### config.mk
export PLATFORM = sky130hd
export DESIGN_NAME = cache_controller
export DESIGN_NICKNAME = d
export VERILOG_FILES = /design/src/source/mem_ctrl_pkg.sv /design/src/source/cache_controller.sv
export SDC_FILE = /design/constraint.sdc
export NUM_CORES = 1
export LEC_CHECK = 0
export ABC_AREA = 1
export CORE_AREA = 2 2 39 41
export CTS_CLUSTER_SIZE = 40
export DETAILED_ROUTE_END_ITERATION = 8
export DIE_AREA = 0 0 41 43
export DONT_BUFFER_PORTS = 1
export HOLD_SLACK_MARGIN = 0.05
export PLACE_DENSITY = 0.4
export SLEW_MARGIN = 30
export SYNTH_ARGS = -nofsm -noshare
export SYNTH_HDL_FRONTEND = slang
export SYNTH_SLANG_ARGS = --single-unit
export TNS_END_PERCENT = 5
### constraint.sdc
create_clock -name clk -period 1.3 [get_ports clk]
set_clock_uncertainty 0.2 [all_clocks]
set_input_delay 0.195 -clock clk [delete_from_list [all_inputs] [get_ports clk]]
set_output_delay 0.195 -clock clk [all_outputs]
set_load 0.005 [all_outputs]
### src/source/mem_ctrl_pkg.sv
package mem_ctrl_pkg;

	// Controller states
	//   IDLE         serve hits, watch for misses
	//   I_REFILL     read a line into the instruction cache
	//   D_WRITEBACK  write the dirty victim to memory
	//   D_REFILL     read the missing line into the data cache
	//   D_UPDATE     refilled line now hits, a pending write merges here
	typedef enum logic [2:0] {
		IDLE        = 3'd0,
		I_REFILL    = 3'd1,
		D_WRITEBACK = 3'd2,
		D_REFILL    = 3'd3,
		D_UPDATE    = 3'd4
	} ctrl_state_t;

	// Cycles from strobe rising to acknowledge
	localparam int MEM_LATENCY = 4;

endpackage

### src/source/cache_controller.sv
`timescale 1ns/1ns

module cache_controller import mem_ctrl_pkg::*; (
	input  logic clk,
	input  logic i_reset,
	input  logic i_i_hit,
	input  logic i_d_hit,
	input  logic i_d_dirty,
	input  logic i_d_re,
	input  logic i_d_we,
	input  logic i_ack,
	output logic o_cyc,
	output logic o_stb,
	output logic o_we,
	output logic o_i_we,
	output logic o_d_we,
	output logic o_d_set_dirty,
	output logic o_d_refill_sel,
	output logic o_mem_sel_d,
	output logic o_evict
);

	ctrl_state_t state;
	ctrl_state_t state_next;
	logic stb_q;
	logic stb_next;
	logic i_miss;
	logic d_req;
	logic d_miss;

	// Fetch port is always live
	assign i_miss = !i_i_hit;
	assign d_req  = i_d_re || i_d_we;
	assign d_miss = d_req && !i_d_hit;

	always_comb begin
		state_next = state;
		stb_next   = stb_q;
		case (state)
			IDLE: begin
				// Instruction miss wins when both are pending
				if (i_miss) begin
					state_next = I_REFILL;
					stb_next   = 1'b1;
				end else if (d_miss) begin
					state_next = i_d_dirty ? D_WRITEBACK : D_REFILL;
					stb_next   = 1'b1;
				end
			end
			I_REFILL: begin
				if (i_ack) begin
					state_next = IDLE;
					stb_next   = 1'b0;
				end
			end
			D_WRITEBACK: begin
				if (i_ack) begin
					state_next = D_REFILL;
					stb_next   = 1'b0;
				end
			end
			D_REFILL: begin
				if (i_ack) begin
					state_next = D_UPDATE;
					stb_next   = 1'b0;
				end else begin
					// Restart the bus after the idle cycle that follows a writeback
					stb_next = 1'b1;
				end
			end
			D_UPDATE: begin
				state_next = IDLE;
			end
			default: begin
				state_next = IDLE;
				stb_next   = 1'b0;
			end
		endcase
	end

	always_ff @(posedge clk) begin
		if (i_reset) begin
			state <= IDLE;
			stb_q <= 1'b0;
		end else begin
			state <= state_next;
			stb_q <= stb_next;
		end
	end

	// Wishbone classic, cyc and stb move together
	assign o_cyc = stb_q;
	assign o_stb = stb_q;
	assign o_we  = (state == D_WRITEBACK);

	// Victim address comes from the stored tag
	assign o_evict     = (state == D_WRITEBACK);
	assign o_mem_sel_d = (state == D_WRITEBACK) || (state == D_REFILL);

	// Refill writes a clean line, a write hit writes the merged line dirty
	assign o_d_refill_sel = (state == D_REFILL);
	assign o_d_set_dirty  = (state != D_REFILL);

	assign o_i_we = (state == I_REFILL) && i_ack;
	assign o_d_we = ((state == D_REFILL) && i_ack) ||
		(((state == IDLE) || (state == D_UPDATE)) && i_d_we && i_d_hit);

	// Master holds the request until the slave answers
	assert property (@(posedge clk) disable iff (i_reset)
		(o_stb && !i_ack) |=> (o_stb && $stable(o_we)))
		else $error("CHECK FAILED cache_controller: request dropped before ack");

	// A bus cycle only starts for a real miss
	assert property (@(posedge clk) disable iff (i_reset)
		((state == IDLE) && !i_miss && !d_miss) |=> !o_stb)
		else $error("CHECK FAILED cache_controller: strobe without a miss");

endmodule

# After elaboration in Yosys (flattened, before gate mapping)
# Cells that the tools add are included.
[totals]
in_bits = 8
register_bits = 4
[classes]
n_bitwise = 1
n_reduce_logical = 14
muxes = 12
eq_ne = 10
[ops]
columns = ["op", "count"]
rows = [
  ["3-bit two-way mux", 5],
  ["3-bit case mux with 4 select lines", 1],
  ["3-bit by 2-bit equality test with 1-bit output, second input constant", 2],
  ["2-bit != test, second input constant", 3],
  ["1-bit logical AND", 5],
  ["1-bit two-way mux", 5],
  ["1-bit logical OR", 4],
  ["1-bit case mux with 4 select lines", 1],
  ["4-bit AND reduction", 1],
  ["3-bit by 1-bit equality test with 1-bit output, second input constant", 1],
  ["3-bit equality test, second input constant", 1],
  ["3-bit zero test", 1],
  ["3-bit by 2-bit != test with 1-bit output, second input constant", 1],
  ["3-bit != test, second input constant", 1],
  ["3-bit AND reduction", 1],
  ["2-bit by 1-bit != test with 1-bit output, second input constant", 1],
  ["2-bit OR reduction", 1],
  ["1-bit zero test", 1],
  ["1-bit NOT", 1],
]

# Longest topological paths before layout
[depth]
depth_word = 5
ltp_mapped = 8

# Worst setup path before layout
# OpenSTA, ideal clock, no wires.
[synth_timing]
path_kind = "register -> output"
startpoint = "register state[1]"
endpoint = "output port o_d_we"
slack_ns = 0.000
arrival_time_ns = 0.905
path_buffers = 1
stages_incl_launch_ff = 6
required_ns = 0.905
path_cell_list = "dfxtp_1 -> buf_6 -> clkinv_1 -> nor2_1 -> nand2_2 -> o21ai_1"
[synth_between]
elab_chain_cells = 5
elab_cells_between_ends = 8
classes_between = "eq/ne (2); reduce/logical (6)"
[synth_lines]
columns = ["element", "line_no", "source"]
rows = [
  ["start: declaration", "cache_controller.sv:23", "ctrl_state_t state;"],
  ["start signal: assignment", "cache_controller.sv:86", "state <= state_next;"],
  ["3-bit equality test / 3-bit zero test (equally long branches)", "cache_controller.sv:106", "(((state == IDLE) || (state == D_UPDATE)) && i_d_we && i_d_hit);"],
  ["1-bit logical OR", "cache_controller.sv:106", ""],
  ["1-bit logical AND (2 in series)", "cache_controller.sv:106", ""],
  ["1-bit logical OR (*)", "cache_controller.sv:105", "assign o_d_we = ((state == D_REFILL) && i_ack) ||"],
  ["end: declaration", "cache_controller.sv:16", "output logic o_d_we,"],
]
# Mark *: on every way between the ends. The rest lies on a longest branch, timed or not.

# Worst setup path after layout
# Ends and elaborated chain as after synthesis.

==> impl_metrics.toml <==
[status]
status = "finished, violations left"
violations = "negative setup slack"

[sta]
fin_crit_ns = 1.35
layout_setup_ws_ns = -0.0533
hold_violations = 0
worst_pin_slew_ns = 0.320
final-setup-viol-count = 8
fmax_mhz = 739
fin_crit_sh_pct = 104
slew_violations = 0
slew_headroom_pct = 78.6
rsz0062_at_grt = "true"

[synthesis]
synth_seq_cells = 4
ys_seq_area_share_pct = 25.3
synth_nets = 58
synth.distinct_cells = 18
synth.avg_cell_area_um2 = 6.33
syn_area_um2 = 317
netlist_instances = 50
yosysWarningCount = 0

[layout]
nets = 72
antenna_cells = 0
nFillCells = 153
area_growth_pct = 53.8
fin_cells = 78
drive_gt1_share_pct = 43.5

[grt]
grt_start_max_net_pins = 8
grt_pass1_vias = 362
grt_usage_pct = 12.6
overflow = 0
grt_pass1_wl_um = 1460
antenna_found_initial = 0

[power]
powerDensity_nw_per_um2 = 1860
ir_worst_vdd_uv = 479
leakage_nw = 0.243
total_power_uw = 903

[job]
max_cap_viol_count = 0

[clock_tree]
cts_tree = "built"
clkLatencyLatePin_ns = 0.23
cts.clk_slew.worst_paths_ns = 0.04
clkSinkCount = 4
ctsLongestPathBuffers = 2
htree_num_levels = 1
cts_buffers = 3
cts_root_buffer = "clkbuf_4"

[floorplanning]
coreArea_um2 = 1380
std_cell_rows = 14
die_h_um = 43
initial_core_util_pct = 22.9
io_pins = 17
dieArea_um2 = 1760
fp.dieW_um = 41

[drt]
wl_um = 799
first_pass_iters = 4
wl_per_cell_um = 10.2
vias = 358
ant_nets = 0
drt_iter0_drc = 2
viasPerCell = 4.59
drc = 0

[critical_path]
worstSetupEndpointType = "primary output"
path_class = "reg2out"
critPathArrivalTime_ns = 0.96
reg2reg_depth = 5
path_max_fanout = 7
start_kind = "flop"
critPathRequiredTime_ns = 0.90

[place]
numPortBuffers = 0
place_inst = 67
gp_congestion = 0.769
place_hpwl_um = 600

[worst_hold_path]
hold_depth = 4
min-delay-path-class = "in2reg"
[repair_timing]
action,4_1_cts,5_1_grt
setup endpoints to repair,9,9
gates resized for setup,10,8
hold buffers,4,0
setup buffers,3,1
cloned,0,0
pin swaps,3,4
endpoints found under the hold margin,4,0
[per-layer routing]
metal	part of all wire, %	GRT usage, %	wire [um]	vias to the layer above
li1	-	-	-	182
met1	42	14.8	337	166
met2	51	16.3	409	10
met3	6.6	10.5	53	0
met4	0	4.67	0	0
met5	0	0	0	-
[worst max-delay path, stage by stage (launching register included)]
cell     delay, ns
dfxtp_2       0.33
buf_6         0.13
nor2_4        0.10
nand3_2       0.09
o21ai_4       0.07
[metrics by stage]
step / util (%) / hold slack (ns) / worst slack (ns) / instance area, um2 / setup TNS, ns
after floorplan: - / 0.0659 / 0.000157 / 317 / 0
after global placement: 24.6 / 0.0671 / -0.0217 / 340 / -0.0411
after detailed placement: 24.6 / 0.0679 / -0.00871 / 340 / -0.0120
after CTS: 32.7 / 0.0737 / -0.0908 / 453 / -0.410
after global routing: 35.2 / 0.0916 / -0.116 / 487 / -0.758
final: 35.2 / 0.0830 / -0.0533 / 487 / -0.208
[path summary, 6_finish.rpt]
path         slack, ns               endpoint             startpoint
max              -0.05                 o_d_we  state[1]$_SDFFE_PP0P_
min               0.08  state[1]$_SDFFE_PP0P_                i_i_hit
max reg2reg      -0.01  state[0]$_SDFFE_PP0P_  state[1]$_SDFFE_PP0P_
min reg2reg       0.30     o_cyc$_SDFFE_PP0P_     o_cyc$_SDFFE_PP0P_
[cell type report]
cell class / instances / area (um2) / area share [%]
multi-input combinational: 34 / 215 / 44.2
sequential: 4 / 88.8 / 18.3
clock buffer: 3 / 22.5 / 4.63
tap: 16 / 20.0 / 4.11
timing repair buffer: 12 / 104 / 21.3
inverter: 9 / 36.3 / 7.46
[cell usage after synthesis (all sizes together)]
cell type  number  area, um2
nand2          11       43.8
inv             8       30.0
nand3           7       45.0
nor2            7       28.8
dfxtp           4       80.1
a21oi           3       15.0
buf             3       26.3
o211ai          2       15.0
clkinv          1       3.75
nor3            1       10.0
o21ai           1       5.00
o21bai          1       7.51
o22ai           1       6.26
[cells by family (layout without fill, tap and decap cells)]
logic type	after synthesis	in the layout	share of synthesized area [%]
simple gates	26	26	40.3
buf+inv	12	24	19.0
compound gates	8	8	15.4
flops	4	4	25.3
[power by group]
part / internal (mW) / switching, mW / leakage (nW)
combinational: 0.247 / 0.264 / 0.195
sequential: 0.171 / 0.0683 / 0.0348
clock: 0.103 / 0.0494 / 0.0138
[sequential cells by signal, indices dropped and copies added, names as in the netlist]
| register | flops |
|---|---|
| state | 3 |
| o_cyc | 1 |
[layout by cell type (no fill, tap or decap), types with 3 or more instances in the layout]
| master | count |
|---|---|
| nor2_1 | 3 |
| nand3_2 | 3 |
| a21oi_1 | 3 |
| nand3_1 | 4 |
| clkbuf_4 | 3 |
| inv_1 | 6 |
| buf_4 | 7 |
| dlygate4sd3_1 | 4 |
| nand2_1 | 10 |
Power figures use the tool's default switching activity.
